File: config.mk
export PLATFORM = sky130hd
export DESIGN_NAME = mac_controller_flat
export DESIGN_NICKNAME = d
export VERILOG_FILES = /design/src/common/matmul_pkg.sv /design/src/common/matmul_sched_pkg.sv /design/src/common/operand_if.sv /design/src/systolic/mac_controller.sv /design/src/flat_wrapper.sv
export SDC_FILE = /design/constraint.sdc
export NUM_CORES = 1
export LEC_CHECK = 0
export BUFFER_PORTS_ARGS = -buffer_cell sky130_fd_sc_hd__buf_4
export CAP_MARGIN = 20
export CORE_UTILIZATION = 39
export DETAILED_ROUTE_END_ITERATION = 6
export HOLD_SLACK_MARGIN = 0.06
export PLACE_DENSITY = 0.87
export SYNTH_ARGS = -nofsm -noshare
export SYNTH_HDL_FRONTEND = slang
export SYNTH_SLANG_ARGS = --single-unit
File: constraint.sdc
create_clock -name clk -period 3.08 [get_ports clk]
set_input_delay 0.308 -clock clk [delete_from_list [all_inputs] [get_ports clk]]
set_output_delay 0.308 -clock clk [all_outputs]
set_load 0.01 [all_outputs]
File: src/common/matmul_pkg.sv
package matmul_pkg;

  // element width in bits
  localparam int DWIDTH = 8;

  // rows and columns of both operands and of the result
  localparam int MAT_SIZE = 4;
  localparam int LOG2_MAT_SIZE = 2;

  // on-chip memory geometry
  localparam int AWIDTH = 7;
  localparam int MEM_SIZE = 128;

  // one matrix element
  typedef logic [DWIDTH-1:0] elem_t;

  // one memory word, lane r sits in bits 8r+7 down to 8r
  typedef logic [MAT_SIZE*DWIDTH-1:0] word_t;

  // word address into any of the three memories
  typedef logic [AWIDTH-1:0] addr_t;

endpackage

File: src/common/matmul_sched_pkg.sv
package matmul_sched_pkg;

  // multiply stage plus accumulate stage
  localparam int NUM_CYCLES_IN_MAC = 2;

  // one operand address per cycle, k = 0..3
  localparam int FEED_CYCLES = 4;

  // counter value where row 0 is final
  // last word leaves memory at FEED_CYCLES, walks MAT_SIZE-1 columns east,
  // then needs the MAC pipeline before it shows in the sum
  localparam int LATCH_BASE = FEED_CYCLES + matmul_pkg::MAT_SIZE - 1 + NUM_CYCLES_IN_MAC;

  localparam int CNT_WIDTH = 5;

  // run cycle counter
  typedef logic [CNT_WIDTH-1:0] cnt_t;

  typedef enum logic [1:0] {
    IDLE,
    FEED,
    WAIT_DRAIN,
    DONE
  } ctrl_state_t;

endpackage

File: src/common/operand_if.sv
`timescale 1ns/1ps

interface operand_if;

  // operand read addresses from the controller
  matmul_pkg::addr_t a_addr;
  matmul_pkg::addr_t b_addr;

  // marks a cycle whose addresses carry real operands
  logic rd_en;

  // read words, one cycle behind the addresses
  matmul_pkg::word_t a_data;
  matmul_pkg::word_t b_data;

  modport mem (
    input  a_addr,
    input  b_addr,
    input  rd_en,
    output a_data,
    output b_data
  );

  // controller drives addresses, the array only reads data
  modport array (
    output a_addr,
    output b_addr,
    output rd_en,
    input  a_data,
    input  b_data
  );

endinterface

File: src/systolic/mac_controller.sv
`timescale 1ns/1ps

module mac_controller (
  input  logic clk,
  input  logic reset,
  input  logic start_mat_mul,
  input  logic drain_done,
  output logic done_mat_mul,
  output logic clear,
  output logic [matmul_pkg::MAT_SIZE-1:0] row_latch,
  operand_if.array ops
);

  localparam matmul_pkg::addr_t PARK_ADDR = matmul_pkg::addr_t'(matmul_pkg::MEM_SIZE - 1);

  matmul_sched_pkg::ctrl_state_t state;
  matmul_sched_pkg::cnt_t cnt;
  matmul_pkg::addr_t op_addr;
  logic rd_en_q;

  always_ff @(posedge clk) begin
    if (reset) begin
      state        <= matmul_sched_pkg::IDLE;
      cnt          <= '0;
      op_addr      <= PARK_ADDR;
      rd_en_q      <= 1'b0;
      clear        <= 1'b0;
      done_mat_mul <= 1'b0;
    end else begin
      // single cycle pulse
      clear <= 1'b0;
      if (!start_mat_mul) begin
        // end of handshake or abort
        state        <= matmul_sched_pkg::IDLE;
        op_addr      <= PARK_ADDR;
        rd_en_q      <= 1'b0;
        done_mat_mul <= 1'b0;
      end else begin
        case (state)
          matmul_sched_pkg::IDLE: begin
            state   <= matmul_sched_pkg::FEED;
            cnt     <= '0;
            op_addr <= '0;
            rd_en_q <= 1'b1;
            // wipe accumulators of the last run
            clear   <= 1'b1;
          end
          matmul_sched_pkg::FEED: begin
            cnt <= cnt + 1'b1;
            if (cnt == matmul_sched_pkg::cnt_t'(matmul_sched_pkg::FEED_CYCLES - 1)) begin
              state   <= matmul_sched_pkg::WAIT_DRAIN;
              op_addr <= PARK_ADDR;
              rd_en_q <= 1'b0;
            end else begin
              op_addr <= op_addr + 1'b1;
            end
          end
          matmul_sched_pkg::WAIT_DRAIN: begin
            cnt <= cnt + 1'b1;
            // last column word goes out this cycle
            if (drain_done) begin
              state        <= matmul_sched_pkg::DONE;
              done_mat_mul <= 1'b1;
            end
          end
          default: begin
            // hold done until the host lets go
            done_mat_mul <= 1'b1;
          end
        endcase
      end
    end
  end

  // row r is final LATCH_BASE + r counts into the run
  always_comb begin
    for (int r = 0; r < matmul_pkg::MAT_SIZE; r++) begin
      row_latch[r] = (state == matmul_sched_pkg::WAIT_DRAIN) &&
                     (cnt == matmul_sched_pkg::cnt_t'(matmul_sched_pkg::LATCH_BASE + r));
    end
  end

  // k-th column of A and k-th row of B share address k
  assign ops.a_addr = op_addr;
  assign ops.b_addr = op_addr;
  assign ops.rd_en  = rd_en_q;

endmodule

File: src/flat_wrapper.sv
// flat-port wrapper written by rule: the top's interface ports become plain ports
module mac_controller_flat 
  (clk, reset, start_mat_mul, drain_done, done_mat_mul, clear, row_latch, ops_a_addr, ops_b_addr, ops_rd_en, ops_a_data, ops_b_data);
  operand_if ops_i ();
  input  logic clk;
  input  logic reset;
  input  logic start_mat_mul;
  input  logic drain_done;
  output logic done_mat_mul;
  output logic clear;
  output logic [matmul_pkg::MAT_SIZE-1:0] row_latch;
  output wire logic [$bits(ops_i.a_addr)-1:0] ops_a_addr;
  output wire logic [$bits(ops_i.b_addr)-1:0] ops_b_addr;
  output wire logic [$bits(ops_i.rd_en)-1:0] ops_rd_en;
  input wire logic [$bits(ops_i.a_data)-1:0] ops_a_data;
  input wire logic [$bits(ops_i.b_data)-1:0] ops_b_data;
  assign ops_a_addr = ops_i.a_addr;
  assign ops_b_addr = ops_i.b_addr;
  assign ops_rd_en = ops_i.rd_en;
  assign ops_i.a_data = ops_a_data;
  assign ops_i.b_data = ops_b_data;
  mac_controller u_core (.clk(clk), .reset(reset), .start_mat_mul(start_mat_mul), .drain_done(drain_done), .done_mat_mul(done_mat_mul), .clear(clear), .row_latch(row_latch), .ops(ops_i));
endmodule
# Yosys cells after proc, flatten, opt, wreduce, memory -nomap -nowiden
# Cells that the tools add are included.
[totals]
out_inout_bits = 21
register_bits = 17
[classes]
add_sub_neg = 2
n_bitwise = 2
n_mux = 11
n_eq_ne = 9
reduce_logical = 15
[ops]
columns = ["cell", "count"]
rows = [
  ["5-bit by 4-bit equality test with 1-bit output (second input constant)", 4],
  ["7-bit case mux with 2 select lines", 1],
  ["5-bit case mux with 2 select lines", 1],
  ["7-bit by 1-bit adder with 7-bit output (second input constant)", 1],
  ["7-bit 2-to-1 mux", 1],
  ["2-bit case mux with 3 select lines", 1],
  ["2-bit AND reduction", 3],
  ["2-bit OR reduction", 3],
  ["5-bit by 1-bit adder with 5-bit output (second input constant)", 1],
  ["5-bit by 2-bit equality test with 1-bit output (second input constant)", 1],
  ["1-bit logical AND", 4],
  ["2-bit 2-to-1 mux", 2],
  ["1-bit case mux with 2 select lines", 2],
  ["2-bit nonzero test", 2],
  ["1-bit 2-to-1 mux", 3],
  ["3-bit AND reduction", 1],
  ["3-bit nonzero test", 1],
  ["2-bit by 1-bit equality test with 1-bit output (second input constant)", 1],
  ["2-bit equality test (second input constant)", 1],
  ["2-bit zero test", 1],
  ["2-bit by 1-bit inequality test with 1-bit output (second input constant)", 1],
  ["2-bit inequality test (second input constant)", 1],
  ["1-bit inverter", 2],
]

# Longest topological paths before layout
[logic_depth]
ltp_word = 4
ltp_mapped = 6

# Least setup slack after synthesis
# No wires, ideal clock.
[synth_path]
path_kind = "reg2reg"
startpoint = "register u_core.cnt[0]"
endpoint = "register u_core.op_addr[4], in the netlist u_core.ops.a_addr[4]"
stages_incl_launch_ff = 5
n_path_buf = 0
t_arrival_ns = 1.243
setup_time_ns = 0.159
t_required_ns = 2.921
slack_ns = 1.678
path_cell_list = "dfxtp_1 ha_1 nor4b_2 a21oi_1 o311ai_0"
[synth_between]
elab_chain_len = 3
[synth_lines]
columns = ["item", "line_no", "source"]
rows = [
  ["start, declared", "mac_controller.sv:17", "matmul_sched_pkg::cnt_t cnt;"],
  ["start signal, assigned", "mac_controller.sv:49", "cnt <= cnt + 1'b1;"],
  ["start signal, assigned", "mac_controller.sv:59", "cnt <= cnt + 1'b1;"],
  ["5-bit by 2-bit equality test with 1-bit output", "mac_controller.sv:50", "if (cnt == matmul_sched_pkg::cnt_t'(matmul_sched_pkg::FEED_CYCLES - 1)) begin"],
  ["7-bit 2-to-1 mux", "mac_controller.sv:50", ""],
  ["7-bit case mux with 2 select lines", "mac_controller.sv:39", "case (state)"],
  ["end signal, assigned", "mac_controller.sv:55", "op_addr <= op_addr + 1'b1;"],
  ["end, declared", "mac_controller.sv:18", "matmul_pkg::addr_t op_addr;"],
]
# Every way passes these cells.
# A chain may end at the register's enable or synchronous reset.

# Worst setup path in the final report
[layout_path]
startpoint = "register u_core.state[0]"
endpoint = "output row_latch[2] in the netlist's numbering"
[layout_between]
elab_chain_len = 2
[layout_lines]
columns = ["item", "line_no", "source"]
rows = [
  ["start, declared", "mac_controller.sv:16", "matmul_sched_pkg::ctrl_state_t state;"],
  ["start signal, assigned", "mac_controller.sv:23", "state <= matmul_sched_pkg::IDLE;"],
  ["start signal, assigned", "mac_controller.sv:34", "state <= matmul_sched_pkg::IDLE;"],
  ["start signal, assigned", "mac_controller.sv:41", "state <= matmul_sched_pkg::FEED;"],
  ["2-bit equality test", "mac_controller.sv:78", "row_latch[r] = (state == matmul_sched_pkg::WAIT_DRAIN) &&"],
  ["1-bit logical AND", "mac_controller.sv:78", ""],
  ["end, declared", "flat_wrapper.sv:11", "output logic [matmul_pkg::MAT_SIZE-1:0] row_latch;"],
]
# Every way passes these cells.

==> results.sh <==
export IMPL_area_delta_synth_final_pct=19.68
export IMPL_grt_pass1_vias=731
export IMPL_fp_dieH_um=51.12
export IMPL_grt_overflow_total=0
export IMPL_setup_viol=0
export IMPL_cellLeakagePower_nw=0.4975
export IMPL_drtIter0Drc=10
export IMPL_grt_first_pass_wirelength_um=2994
export IMPL_synth_simple_gate_area_frac=0.2114
export IMPL_synthXorXnorAreaFrac=0.03723
export IMPL_start_kind="flop"
export IMPL_cts_num_sinks=17
export IMPL_cp_end_kind="output port"
export IMPL_use_met3=0.02679
export IMPL_synthTopCellsByCount="dfxtp_1 (17), nor2_1 (13), ha_1 (10)"
export IMPL_report_final_slew_viol_count=0
export IMPL_coreArea_um2=2233
export IMPL_vias=792
export IMPL_hp_class="in -> reg"
export IMPL_place_port_buffers=24
export IMPL_path_max_fanout=5
export IMPL_synth_area_top_cells="dfxtp_1 (36%), ha_1 (13%), buf_4 (5.6%)"
export IMPL_h_tree_depth=1
export IMPL_hold_viol=0
export IMPL_diodes=0
export IMPL_globalRouteTotalUtil=0.1504
export IMPL_ys_seq_elements=17
export IMPL_grt_max_degree=11
export IMPL_ir_worst_vdd_v=0.0002033
export IMPL_worst_pin_slew_ns=0.6000
export IMPL_cp_buffers_inverters=2
export IMPL_synth_largest_area_cell="dfxtp_1"
export IMPL_grt_use_met1=0.1576
export IMPL_timing_hold_ws_ns=0.3731
export IMPL_fin_crit_ns=1.836
export IMPL_cts_clk_slew_worst_paths_ns=0.10
export IMPL_period_share=0.5959
export IMPL_row_count=17
export IMPL_start_util=0.4213
export IMPL_ios=89
export IMPL_required_ns=2.77
export IMPL_rsz0062_at_grt="no"
export IMPL_synth_mux_area_frac=0.02261
export IMPL_use_met2=0.2851
export IMPL_synth_area_um2=940.9
export IMPL_viasPerCell=5.077
export IMPL_ff_latch_area_um2=340.3
export IMPL_drive_above_1_share=0.2500
export IMPL_cts_resized=0
export IMPL_avgSynthCellArea_um2=8.712
export IMPL_synthCells=108
export IMPL_cts_setup_buffers=0
export IMPL_clockRootBuffer="clkbuf_4"
export IMPL_synth_top_cell_area_share=0.3617
export IMPL_critical_path_top_delay_family="simple AND/OR/NAND/NOR gates"
export IMPL_multi_input_area_um2=513.0
export IMPL_cts_made_buffers=3
export IMPL_holdBufCountCts=0
export IMPL_worstSetupPathType="reg -> out"
export IMPL_ys_warn_count=0
export IMPL_place_congestion=0.7654
export IMPL_grt_antenna_before_repair=0
export IMPL_slew_limit_headroom=0.6000
export IMPL_synth_compound_area_frac=0.1410
export IMPL_die_area_um2=2613
export IMPL_synth_top_family_by_area="simple AND/OR/NAND/NOR gates"
export IMPL_tns_ns=0
export IMPL_worst_ep_arrival_time_ns=1.53
export IMPL_antenna_left=0
export IMPL_dp_hpwl_um=1410
export IMPL_path_cells="inv_1 > ha_1 > nand2_1 > nor3_1 > and2_1 > buf_4"
export IMPL_routedWlPerCell_um=11.57
export IMPL_ys_seq_area_frac=0.3617
export IMPL_drt_pass1_iterations=4
export IMPL_final_fill_count=213
export IMPL_synth_edf_count=0
export IMPL_syn_nets=186
export IMPL_synth_ff_type="dfxtp_1"
export IMPL_nets=207
export IMPL_drc=0
export IMPL_drt_wl_total_um=1805
export IMPL_cts_max_path_buffers=2
export IMPL_synthAdderAreaFrac=0.1330
export IMPL_cp_slowest_cell="dfxtp_1"
export IMPL_power_density_nw_per_um2=415.5
export IMPL_clk_latency_ns=0.29
export IMPL_yosys_cell_count_top_type="dfxtp_1"
export IMPL_drv_max_cap_violation_count=0
export IMPL_grt_busiest_layer="met2"
export IMPL_fmax_mhz=544.8
export IMPL_fin_skew_ns=0.0005876
export IMPL_status="complete, no violations"
export IMPL_die_w_um=51.12
export IMPL_max_stage_delay_ns=0.36
export IMPL_cts_tree="done"
export IMPL_synth_cell_types=29
export IMPL_ys_async_sr_fraction=0
[worst min-delay path, cell delays in order]
cell and delay [ns]:
buf_4 0.08, nand2b_1 0.11, a21oi_1 0.07, nor2_1 0.07
[cells in the final DEF, fill, tap and decap left out, types with 2 or more instances in the layout]
cell type | synthesis | layout
a21oi_1 | 5 | 5
a31oi_1 | 2 | 2
and2_1 | 3 | 3
and3_1 | 3 | 3
buf_4 | 7 | 24
clkbuf_4 | 0 | 3
dfxtp_1 | 17 | 17
ha_1 | 10 | 10
inv_1 | 7 | 7
nand2_1 | 7 | 7
nand2b_1 | 2 | 2
nand3_1 | 3 | 3
nand4_1 | 3 | 3
nor2_1 | 13 | 13
nor2b_1 | 2 | 2
o211ai_1 | 3 | 3
o21ai_0 | 5 | 5
o311ai_0 | 2 | 2
xor2_1 | 3 | 3
[metrics by stage]
step	util	total power [W]	setup slack (ns)	area, um2	instances
after global placement	0.4919	0.0003494	1.438	1099	152
after CTS	0.5042	0.0004750	1.207	1126	156
after global routing	0.5042	0.0004990	1.100	1126	156
after floorplan	-	0.0003225	1.678	940.9	108
after detailed placement	0.4919	0.0003558	1.343	1099	152
final	0.5042	0.0004679	1.244	1126	156
[power breakdown]
| part | total, W | switching (W) | internal [W] |
|---|---|---|---|
| registers | 0.000249 | 0.0000165 | 0.000233 |
| logic | 0.000101 | 0.0000514 | 0.0000492 |
| clock network | 0.000118 | 0.0000697 | 0.0000483 |
[sequential cells by signal, summed over array words and instances (netlist names)]
signal,count
u_core.clear,1
u_core.cnt,5
u_core.done_mat_mul,1
u_core.ops.a_addr,7
u_core.ops.rd_en,1
u_core.state,2
[layer usage]
layer	vias up	routed length, um
li1	403	-
met1	362	829
met2	25	857
met3	2	101
met4	0	17
met5	-	0
[area by class of cell]
type,count,area share
Sequential cell,17,0.3022
Timing Repair Buffer,24,0.1600
Tap cell,28,0.03111
Inverter,8,0.02667
Clock buffer,3,0.02000
Clock inverter,1,0.004444
Multi-Input combinational cell,75,0.4556
[path summary, 6_finish.rpt]
| kind | start | endpoint | slack [ns] | cells after the start |
|---|---|---|---|---|
| min reg2reg | u_core.done_mat_mul$_SDFFE_PP0P_ | u_core.done_mat_mul$_SDFFE_PP0P_ | 0.49 | 2 |
| max reg2reg | u_core.cnt[0]$_SDFFE_PP0P_ | u_core.ops.a_addr[4]$_SDFFE_PP1P_ | 1.35 | 4 |
| min | drain_done | u_core.done_mat_mul$_SDFFE_PP0P_ | 0.37 | 4 |
| max | u_core.state[0]$_SDFFE_PP0P_ | row_latch[2] | 1.24 | 6 |
[kinds of logic (layout without fill, tap and decap cells)]
family	Yosys count	count (layout)
AND/OR/NAND/NOR	39	39
adder cells (fa/ha/maj)	10	10
AO/OA/AOI/OAI	20	20
XOR/XNOR	4	4
multiplexers	2	2
flip-flops	17	17
buffers and inverters	16	36
Power figures use the tool's default switching activity.
