--- config.mk ---
export PLATFORM = sky130hd
export DESIGN_NAME = result_drain
export DESIGN_NICKNAME = d
export VERILOG_FILES = /design/src/common/matmul_pkg.sv /design/src/design/result_drain.sv
export SDC_FILE = /design/constraint.sdc
export NUM_CORES = 1
export LEC_CHECK = 0
export ABC_AREA = 1
export ABC_CLOCK_PERIOD_IN_PS = 1200
export BUFFER_PORTS_ARGS = -buffer_cell sky130_fd_sc_hd__buf_2
export CAP_MARGIN = 20
export CORE_MARGIN = 5
export CORE_UTILIZATION = 50
export CTS_BUF_LIST = sky130_fd_sc_hd__clkbuf_8
export CTS_CLUSTER_SIZE = 28
export DETAILED_ROUTE_END_ITERATION = 16
export GPL_TIMING_DRIVEN = 0
export PLACE_DENSITY = 0.79
export SLEW_MARGIN = 20
export SYNTH_ARGS = -nofsm -noshare
export SYNTH_HDL_FRONTEND = slang
export SYNTH_SLANG_ARGS = --single-unit
--- constraint.sdc ---
create_clock -name clk -period 1.2 [get_ports clk]
set_clock_uncertainty 0.15 [all_clocks]
set_input_delay 0.06 -clock clk [delete_from_list [all_inputs] [get_ports clk]]
set_output_delay 0.06 -clock clk [all_outputs]
set_load 0.01 [all_outputs]
--- src/common/matmul_pkg.sv ---
package matmul_pkg;

  // element width in bits
  localparam int DWIDTH = 8;

  // rows and columns of both operands and of the result
  localparam int MAT_SIZE = 4;
  localparam int LOG2_MAT_SIZE = 2;

  // on-chip memory geometry
  localparam int AWIDTH = 7;
  localparam int MEM_SIZE = 128;

  // one matrix element
  typedef logic [DWIDTH-1:0] elem_t;

  // one memory word, lane r sits in bits 8r+7 down to 8r
  typedef logic [MAT_SIZE*DWIDTH-1:0] word_t;

  // word address into any of the three memories
  typedef logic [AWIDTH-1:0] addr_t;

endpackage

--- src/design/result_drain.sv ---
`timescale 1ns/1ps

module result_drain (
  input  logic clk,
  input  logic reset,
  input  matmul_pkg::elem_t [matmul_pkg::MAT_SIZE-1:0][matmul_pkg::MAT_SIZE-1:0] results,
  input  logic [matmul_pkg::MAT_SIZE-1:0] row_latch,
  output logic              c_we,
  output matmul_pkg::addr_t c_addr,
  output matmul_pkg::word_t c_data,
  output logic              drain_done
);

  localparam int N = matmul_pkg::MAT_SIZE;
  localparam int W = matmul_pkg::DWIDTH;

  // snapshot of finished rows, row_q[r][c]
  matmul_pkg::elem_t [N-1:0][N-1:0] row_q;

  logic active;
  logic [matmul_pkg::LOG2_MAT_SIZE-1:0] col;

  // each row lands on its own strobe
  always_ff @(posedge clk) begin
    for (int r = 0; r < N; r++) begin
      if (row_latch[r]) begin
        row_q[r] <= results[r];
      end
    end
  end

  // column walk starts after the bottom row is in
  always_ff @(posedge clk) begin
    if (reset) begin
      active <= 1'b0;
      col    <= '0;
    end else if (row_latch[N-1]) begin
      active <= 1'b1;
      col    <= '0;
    end else if (active) begin
      col <= col + 1'b1;
      if (col == (N - 1)) begin
        active <= 1'b0;
      end
    end
  end

  // column word, lane r is C[r][col]
  always_comb begin
    for (int r = 0; r < N; r++) begin
      c_data[r*W +: W] = row_q[r][col];
    end
  end

  assign c_we       = active;
  assign c_addr     = matmul_pkg::addr_t'(col);
  assign drain_done = active && (col == (N - 1));

endmodule

# After elaboration in Yosys (flattened, before gate mapping)
# Cells that the tools add are included.
dict set report word_totals {
  ff_bits 131
  input_bits 134
  out_inout_bits 41
  elab_cells 34
}
dict set report classes {
  add_sub_neg 1
  n_lt_le_gt_ge 1
  eq_ne 1
  muxes 11
  n_reduce_logical 2
}
# cell n
set op_table {}
lappend op_table {{$bmux W8 S2} 4}
lappend op_table {{$mux W8} 4}
lappend op_table {{$lt A2 B3 Y1 const B} 1}
lappend op_table {{$mux W1} 3}
lappend op_table {{$add A2 B1 Y2 const B} 1}
lappend op_table {{$eq A2 B2 Y1 const B} 1}
lappend op_table {{$reduce_or A2 Y1} 1}
lappend op_table {{$logic_and A1 B1 Y1} 1}

# Depth between registers and ports, before layout
# Gate-level depths: netlist of the first run.
dict set report depth {
  ltp_word 4
  mapped_depth 6
  ltp_nobuf 4
}

# Worst setup path before layout of the first run
# OpenSTA, ideal clock, no wires.
dict set report synth_timing {
  path_type {reg-to-output}
  startpoint {reg col[0] (netlist name)}
  endpoint {out c_data[10]}
  t_arrival_ps 961
  path_slack_ps 29
  stages_incl_launch_ff 6
  path_buffers 2
  path_cell_list {dfxtp_1 -> buf_4 -> buf_6 -> nand2_1 -> nand3_1 -> nand2_1}
}
dict set report synth_via {
  elab_chain_cells 2
}
# item line
set synth_lines {}
lappend synth_lines {{start, declared} result_drain.sv:21} ;# logic [matmul_pkg::LOG2_MAT_SIZE-1:0] col;
lappend synth_lines {{start signal, assigned} result_drain.sv:41} ;# col <= col + 1'b1;
lappend synth_lines {{$bmux W8 S2} result_drain.sv:51} ;# c_data[r*W +: W] = row_q[r][col];
lappend synth_lines {{$mux W8 (not written as such)} result_drain.sv:51}
lappend synth_lines {{end, declared} result_drain.sv:10} ;# output matmul_pkg::word_t c_data,
# Every way passes these cells. The select of a mux whose other input is x is not followed.

# Final worst setup path of the first run
dict set report layout_timing {
  startpoint {reg col[0] (netlist name)}
  endpoint {out c_data[23]}
}
# Same word-level chain as after synthesis.

==> out/results.ini, run 1 <==
[final_layout]
layout.nets=990
fin_util_pct=82.1
fillCellCount=529
syn_to_final_growth_pct=59.8
final_common_cell=buf_2
layout_common_cells=buf_2 (154), dlygate4sd3_1 (129), edfxtp_1 (128)
drive_above_1_share_pct=40.3

[floorplanning]
die_w_um=116
fp.dieH_um=116
die-area_mm2=0.0134
initial_utilization_pct=51.4
rows=38
pin_count=175
core_mm2=0.0109

[routing]
via_per_inst=5.17
route.met3.wl_um=1990
drc=0
dr.pass1.iters=5
wl_met2_um=10400
antenna_left=0
drtIter0Drc=476
maxUsedRoutingLayer=met4
vias=5218
wl_um=20000
wire_per_inst_um=19.8
met1_length_um=6660

[synthesis]
syn_inst=526
syn_area_per_cell_um2=10.6
ys_ff_latch=131
yosysWarnings=0
seq_area_frac_synth_pct=69.8
synth_area_mm2=0.00560
synth_cell_types=15

[global_routing]
grt_usage_pct=27.6
grt.overflow.total=0
grt_pass1_vias=5251
grt_pass1_wl_um=27000
grt_max_degree=35
antenna_found_initial=1

[placement]
post-dp-hpwl_um=9180
portBuffers=169
gp_congestion=0.830
place_ws_ps=-205

[timing]
setup_tns_ps=-17320
relSlewSlack_pct=48.2
maxSlewViolCount=0
fin_crit_ps=1820
setup_viol=35
setup_slack_ps=-625
period_share_pct=152
rsz0062_at_grt=true
worst_pin_slew_ps=778
timing.fmax_mhz=548
hold_viol=0

[critical_path]
worstPathMaxFanout=5
crit_path_end_kind=primary output
crit_buf_inv=4
path_delay_family=buffers and inverters
startpoint_type=register
cp_data_required_time_ps=990
cp_slowest_cell=dfxtp_4
arrival_ps=1610
critPathKind=register to primary output
cpPeakStageDelay_ps=400
path_cells=inv_4, buf_12, clkbuf_16, nand2_1, nand3_2, nand2_2, buf_6

[clocking]
path_clk_slew_ps=100
cts_root_buffer=clkbuf_8
clock_latency_ps=440
numCtsBuffers=17
h-tree-depth=4
cts_tree=built
cts_sinks=131
clock_tree.buffer_depth=2

[outcome]
status=complete, but fails checks
violations=setup timing

[pwr]
p_int_mw=8.00
pwr-share-comb_pct=16.7
seqPwrFrac_pct=50.7
power.switching_mw=3.00
power_leakage_nw=4.20
powerDensity_mw_per_mm2=1230
swShare_pct=27.3
p_clk_share_pct=32.6
ir_drop_v=0.00121

[job]
max_cap_violations=0

[worst_hold_path]
hold_class=primary input to register

-- sequential cells by signal, indices dropped and copies added, names as in the netlist --
| name | cells |
|---|---|
| col | 2 |
| c_we | 1 |
| row_q | 128 |
-- repair_timing --
| item | CTS | global route |
|---|---|---|
| gates cloned | 1 | 2 |
| gates resized for setup | 54 | 89 |
| buffers inserted | 3 | 2 |
| endpoints found under the hold margin | 131 | 0 |
| pin swaps | 5 | 13 |
| hold buffers | 129 | 0 |
| setup endpoints to repair | 36 | 36 |
-- power groups by stage --
stage | sequential (mW) | clock [mW] | combinational (mW)
after global routing | 5.59 | 3.83 | 1.96
after detailed placement | 5.64 | 0 | 1.10
after global placement | 5.62 | 0 | 1.06
final | 5.57 | 3.59 | 1.84
after CTS | 5.54 | 3.53 | 1.52
after floorplan | 5.61 | 0 | 0.539
-- cell families after synthesis --
logic type	after synthesis	share of synthesized area, %
other cells	1	0.0670
flops	131	69.8
simple gates	233	17.1
fa+ha+maj	1	0.224
compound gates	2	0.224
buf+inv	158	12.7
-- worst paths after layout --
check / endpoint / slack (ps) / start / depth (start not counted)
hold / removal: row_q[17] / 40 / row_latch[0] / 1
setup / recovery: c_data[23] / -620 / col[0] / 7
hold reg to reg: col[1] / 370 / c_we / 2
setup reg to reg: col[0] / -10 / col[0] / 5
-- synthesized netlist by cell type --
cell type	n	area share, %
o21ai_1	1	0.089
nand2_1	163	11
buf_6	11	2.2
a21boi_1	1	0.13
edfxtp_1	128	69
nor2_1	6	0.40
ha_1	1	0.22
inv_1	67	4.5
buf_4	6	0.80
conb_1	1	0.067
nand3_1	64	5.7
buf_2	9	0.80
clkinv_1	19	1.3
inv_2	46	3.1
dfxtp_1	3	1.1
-- worst reg2reg max path, cell delays in order, from the launching register on --
cell	delay (ps)
dfxtp_4	380
inv_4	80
clkbuf_16	150
buf_6	110
nand2_1	60
a21boi_1	190
-- layout make-up --
class	instances	area (µm²)	area share, %
multi-input cells	241	1280	14.3
plain buffers	26	352	3.93
flip-flops and latches	131	3920	43.8
diodes	1	2.50	0.0280
inverters	132	505	5.65
repair buffers	306	2350	26.2
clock inverters	15	133	1.48
well taps	140	175	1.96
clock buffers	17	234	2.62
-- stage by stage --
step / power (mW) / hold WS (ps) / std cells / cell area [µm²]
final: 11.0 / 38.4 / 1009 / 8940
after global routing: 11.4 / 39.2 / 1009 / 8940
after CTS: 10.6 / 23.3 / 1004 / 8530
after detailed placement: 6.74 / 88.1 / 839 / 6630
after global placement: 6.68 / 86.3 / 839 / 6630
after floorplan: 6.15 / -17.6 / 530 / 5610
-- layer usage --
metal,GRT usage [%],vias to the layer above
met5,0,-
met4,12.7,0
met3,9.45,94
met2,48.4,405
met1,30.0,2428
li1,-,2291
No activity file was read; power rests on OpenSTA's default activity.
==> run 2, diff against run 1 <==
Settings changed: ABC_CLOCK_PERIOD_IN_PS 1200 to 1500, CORE_ASPECT_RATIO set to 1.75, CORE_UTILIZATION 50 to 48, PLACE_DENSITY 0.79 to 0.8, RECOVER_POWER set to 100.
Clock period 1.2 ns to 1.5 ns, I/O delays scaled along.
==> run 2 against run 1 <==
  * The flow still finishes with violations (setup timing)
  * Critical endpoint is now c_data[11]
  * Sequential power down 20%
  * Critical path depth is the same
  * Highest routed layer unchanged
  * Wire length down 9.2%
  * First-iteration DRC count fell by 26%
  * Combinational power fell by 23%
  * Clock-buffer cell count unchanged
  * Hold slack improved by 160 ps
  * Largest cell class unchanged
==> out/results.ini, run 2 (synthesis results as in run 1) <==
[outcome]
status=complete, but fails checks  ; unchanged
violations=setup timing  ; unchanged

[global_routing]
grt_max_degree=35  ; unchanged
grt.overflow.total=0  ; unchanged
antenna_found_initial=1  ; unchanged
grt_usage_pct=24.1  ; was 27.6%
grt_pass1_wl_um=25600  ; was 27000 µm
grt_pass1_vias=5195  ; was 5251

[critical_path]
cp_data_required_time_ps=1270  ; was 990 ps
path_delay_family=buffers and inverters  ; unchanged
startpoint_type=register  ; unchanged
worstPathMaxFanout=5  ; unchanged
rr_worst_depth=5  ; unchanged
cp_slowest_cell=dfxtp_4  ; unchanged
crit_buf_inv=4  ; unchanged
crit_path_end_kind=primary output  ; unchanged
arrival_ps=1560  ; was 1610 ps
reg2reg_from=col[0]  ; unchanged
r2r_slack_ps=270  ; was -10 ps
crit_top_cell=clkbuf_16
path_cells=inv_4, clkbuf_16, clkbuf_16, nand2_2, nand3_1, nand2_1, buf_2  ; was inv_4, buf_12, clkbuf_16, nand2_1, nand3_2, nand2_2, buf_6
cpPeakStageDelay_ps=400  ; about the same
critPathKind=register to primary output  ; unchanged
regToRegEndpoint=c_we  ; was col[0]

[job]
max_cap_violations=0  ; unchanged

[routing]
wl_um=18200  ; was 20000 µm
dr.pass1.iters=6  ; was 5
via_per_inst=4.98  ; was 5.17
drtIter0Drc=354  ; was 476
wire_per_inst_um=18.1  ; was 19.8 µm
antenna_left=0  ; unchanged
vias=4994  ; was 5218
drc=0  ; unchanged

[clocking]
cts_root_buffer=clkbuf_8  ; unchanged
clock_latency_ps=420  ; was 440 ps
h-tree-depth=4  ; unchanged
cts_tree=built  ; unchanged
cts_sinks=131  ; unchanged
clock_tree.buffer_depth=2  ; unchanged
path_clk_slew_ps=80  ; was 100 ps
numCtsBuffers=17  ; unchanged

[timing]
maxSlewViolCount=0  ; unchanged
relSlewSlack_pct=43.7  ; was 48.2%
worst_pin_slew_ps=844  ; was 778 ps
hold_slack_ps=194  ; was 38.4 ps
fin_crit_ps=1780
setup_slack_ps=-280  ; was -625 ps
hold_viol=0  ; unchanged
period_share_pct=119
setup_viol=33  ; was 35
timing.fmax_mhz=562
rsz0062_at_grt=true  ; unchanged

[pwr]
ir_drop_v=0.000753  ; was 0.00121 V
powerDensity_mw_per_mm2=977  ; was 1230 mW/mm²
power.total_mw=8.64  ; was 11.0 mW
power_leakage_nw=4.11  ; was 4.20 nW

[floorplanning]
die-area_mm2=0.0140  ; was 0.0134 mm²
initial_utilization_pct=48.6  ; was 51.4%
core_mm2=0.0115  ; was 0.0109 mm²
pin_count=175  ; unchanged
rows=52  ; was 38
fp.dieH_um=153  ; was 116 µm
die_w_um=91.6  ; was 116 µm

[placement]
place_inst=834  ; was 839
portBuffers=169  ; unchanged
gp_congestion=0.824  ; was 0.830
post-dp-hpwl_um=9480  ; was 9180 µm

[final_layout]
fillCellCount=687  ; was 529
largest_reg_flops=128  ; unchanged
top_register=row_q  ; unchanged
final_common_cell=buf_2  ; unchanged
multi_input_area_mm2=0.00128  ; about the same
layout_common_cells=buf_2 (134), nand2_1 (130), dlygate4sd3_1 (129)  ; was buf_2 (154), dlygate4sd3_1 (129), edfxtp_1 (128)
final_cells=1003  ; was 1009
layout.nets=988  ; was 990
regArea_mm2=0.00391  ; was 0.00392 mm²
drive_above_1_share_pct=37.0  ; was 40.3%
syn_to_final_growth_pct=58.0  ; was 59.8%

[worst_hold_path]
hp-start=results[12]  ; was row_latch[0]
hold_class=primary input to register  ; unchanged
min_to=row_q[12]  ; was row_q[17]
hold_depth=2  ; was 1

## run 2: power breakdown
| part | switching, mW | internal, mW | total, mW | leakage (nW) |
|---|---|---|---|---|
| Sequential | 0.115 | 4.34 | 4.45 | 1.28 |
| Clock | 1.45 | 1.32 | 2.77 | 0.185 |
| Combinational | 0.696 | 0.714 | 1.41 | 2.65 |
| Total | 2.26 | 6.37 | 8.64 | 4.11 |
## run 2: layout make-up
class,count,share of cell area (%)
repair buffers,304,25.9
multi-input cells,241,14.4
flip-flops and latches,131,44.2
plain buffers,26,3.71
clock inverters,15,1.47
clock buffers,17,2.65
diodes,2,0.0566
inverters,132,5.69
well taps,135,1.91
## run 2: repair_timing
| action | 4_1_cts | 5_1_grt |
|---|---|---|
| hold buffers | 129 | 0 |
| endpoints found under the hold margin | 131 | 0 |
| gates cloned | 0 | 3 |
| setup endpoints to repair | 33 | 33 |
| gates resized for setup | 29 | 92 |
| pin swaps | 0 | 11 |
| setup buffers | 1 | 2 |
## run 2: routing by layer
| metal | wire length [µm] | GRT usage, % |
|---|---|---|
| met4 | 1070 | 17.7 |
| met2 | 10100 | 43.5 |
| met5 | 0 | 0 |
| met3 | 1120 | 5.41 |
| met1 | 5860 | 23.4 |
## run 2: worst max path at each step
stage | from | cells after the start | endpoint
2_1_floorplan | col[0] | 5 | c_data[10]
4_1_cts | col[0] | 6 | c_data[21]
5_1_grt | col[0] | 7 | c_data[5]
6_report | col[0] | 7 | c_data[11]
3_3_place_gp | col[1] | 6 | c_data[19]
3_5_place_dp | col[1] | 6 | c_data[19]
## run 2: per-stage QoR
step                utilization (%)  TNS, ps  setup WS, ps  cell area [µm²]
floorplan                         -        0           314             5610
global placement               57.5        0          19.9             6630
detailed placement             57.5    -30.2         -30.2             6630
CTS                            72.8    -7800          -280             8390
global route                   76.8    -9830          -369             8840
finish                         76.8    -7680          -280             8840
==> run 3, diff against run 2 <==
Settings changed: SKIP_LAST_GASP set to 1.
==> run 3 against run 2 <==
  * The run still ends with setup timing left
  * Total power is 0.22% lower
  * Largest cell class unchanged
  * Core utilization decreased by 0.57 points
  * Final area down 0.74%
  * Maximum frequency increased by 0.41%
  * Critical endpoint is now c_data[21]
  * Largest power group unchanged
  * Hold slack hardly changed
  * Setup slack better by 7.2 ps
==> out/results.ini, run 3 (synthesis results as in run 1) <==
[outcome]
status=complete, but fails checks  ; unchanged
violations=setup timing  ; unchanged

[floorplanning]
core_mm2=0.0115  ; unchanged
pin_count=175  ; unchanged
die-area_mm2=0.0140  ; unchanged
rows=52  ; unchanged
fp.dieH_um=153  ; unchanged
initial_utilization_pct=48.6  ; unchanged
die_w_um=91.6  ; unchanged

[timing]
setup_slack_ps=-273  ; was -280 ps
maxSlewViolCount=0  ; unchanged
timing.fmax_mhz=564  ; was 562 MHz
relSlewSlack_pct=44.1  ; was 43.7%
setup_viol=33  ; unchanged
hold_viol=0  ; unchanged
rsz0062_at_grt=true  ; unchanged
setup_tns_ps=-7600  ; was -7680 ps
period_share_pct=118  ; was 119%
fin_crit_ps=1770  ; was 1780 ps
worst_pin_slew_ps=839  ; was 844 ps
hold_slack_ps=193  ; was 194 ps

[clocking]
clock_latency_ps=430  ; was 420 ps
numCtsBuffers=17  ; unchanged
path_clk_slew_ps=80  ; about the same
cts_tree=built  ; unchanged
cts_root_buffer=clkbuf_8  ; unchanged
h-tree-depth=4  ; unchanged
clock_tree.buffer_depth=2  ; unchanged
cts_sinks=131  ; unchanged

[global_routing]
antenna_found_initial=2  ; was 1
grt.overflow.total=0  ; unchanged
grt_usage_pct=24.1  ; unchanged
grt_pass1_wl_um=25600  ; unchanged
grt_max_degree=35  ; unchanged
grt_pass1_vias=5195  ; unchanged

[critical_path]
startpoint_type=register  ; unchanged
r2r_slack_ps=280  ; was 270 ps
cpPeakStageDelay_ps=400  ; about the same
worstPathMaxFanout=10  ; was 5
crit_top_cell=buf_12  ; was clkbuf_16
crit_path_end_kind=primary output  ; unchanged
critPathKind=register to primary output  ; unchanged
path_cells=inv_4, buf_12, buf_12, nand2_2, nand3_2, nand2_1, buf_2  ; was inv_4, clkbuf_16, clkbuf_16, nand2_2, nand3_1, nand2_1, buf_2
cp_slowest_cell=dfxtp_4  ; unchanged
cp_data_required_time_ps=1270  ; about the same
arrival_ps=1550  ; was 1560 ps

[routing]
drtIter0Drc=224  ; was 354
drc=0  ; unchanged
wl_um=17700  ; was 18200 µm
dr.pass1.iters=5  ; was 6
vias=4875  ; was 4994
wire_per_inst_um=17.6  ; was 18.1 µm
via_per_inst=4.86  ; was 4.98
antenna_left=0  ; unchanged

[placement]
post-dp-hpwl_um=9480  ; unchanged
place_ws_ps=-30.2  ; unchanged
portBuffers=169  ; unchanged
gp_congestion=0.824  ; unchanged
place_inst=834  ; unchanged
dpl-instance-area_mm2=0.00663  ; unchanged

[pwr]
ir_drop_v=0.000764  ; was 0.000753 V
powerDensity_mw_per_mm2=982  ; was 977 mW/mm²
power_leakage_nw=4.09  ; was 4.11 nW
power.total_mw=8.62  ; was 8.64 mW

[final_layout]
largest_reg_flops=128  ; unchanged
top_register=row_q  ; unchanged
final_cells=1004  ; was 1003
layout_common_cells=nand2_1 (136), buf_2 (135), dlygate4sd3_1 (129)  ; was buf_2 (134), nand2_1 (130), dlygate4sd3_1 (129)
fin_util_pct=76.2  ; was 76.8%
final_area_mm2=0.00878  ; was 0.00884 mm²
layout.nets=988  ; unchanged
drive_above_1_share_pct=35.7  ; was 37.0%
syn_to_final_growth_pct=56.9  ; was 58.0%
final_common_cell=nand2_1  ; was buf_2

[job]
max_cap_violations=0  ; unchanged

[worst_hold_path]
hold_class=primary input to register  ; unchanged

==> run 3: power by group <==
| group | leakage, nW | switching (mW) | total (mW) | internal (mW) |
|---|---|---|---|---|
| Combinational | 2.62 | 0.673 | 1.37 | 0.700 |
| Sequential | 1.28 | 0.115 | 4.45 | 4.34 |
| Clock | 0.185 | 1.47 | 2.79 | 1.32 |
| Total | 4.09 | 2.26 | 8.62 | 6.36 |
==> run 3: final timing paths <==
check                                 start          to  depth (start not counted)
worst min-delay path            results[12]   row_q[12]                          2
worst min register to register         c_we      col[0]                          2
worst max register to register       col[0]        c_we                          5
worst max-delay path                 col[0]  c_data[21]                          7
==> run 3: worst max-delay path, delay by kind of cell, from the launching register on <==
kind                   cells  cell delay, ps
buffers and inverters      4             480
flip-flops                 1             400
AND/OR/NAND/NOR            3             230
==> run 3: cell type report <==
cell class / instances / area (µm²)
Timing Repair Buffer: 304 / 2280
Sequential cell: 131 / 3910
Fill cell: 700 / 2740
Buffer: 26 / 320
Inverter: 132 / 503
Multi-Input combinational cell: 241 / 1220
Clock inverter: 15 / 130
Clock buffer: 17 / 234
Tap cell: 135 / 169
Antenna cell: 3 / 7.51
==> run 3: metal layers <==
metal	part of all wire, %	track usage [%]	wire, µm	vias to the layer above
li1	-	-	-	2288
met1	32	23.4	5730	2262
met2	56	43.5	9820	263
met3	6.5	5.41	1160	62
met4	5.5	17.7	968	0
met5	0	0	0	-
==> run 3: timing repair <==
action                                  CTS  global route
buffers inserted                          1             2
hold buffers                            129             0
gates resized for setup                  29            75
hold endpoints to repair                131             0
pin swaps                                 0            11
cloned                                    0             3
endpoints found under the setup margin   33            33
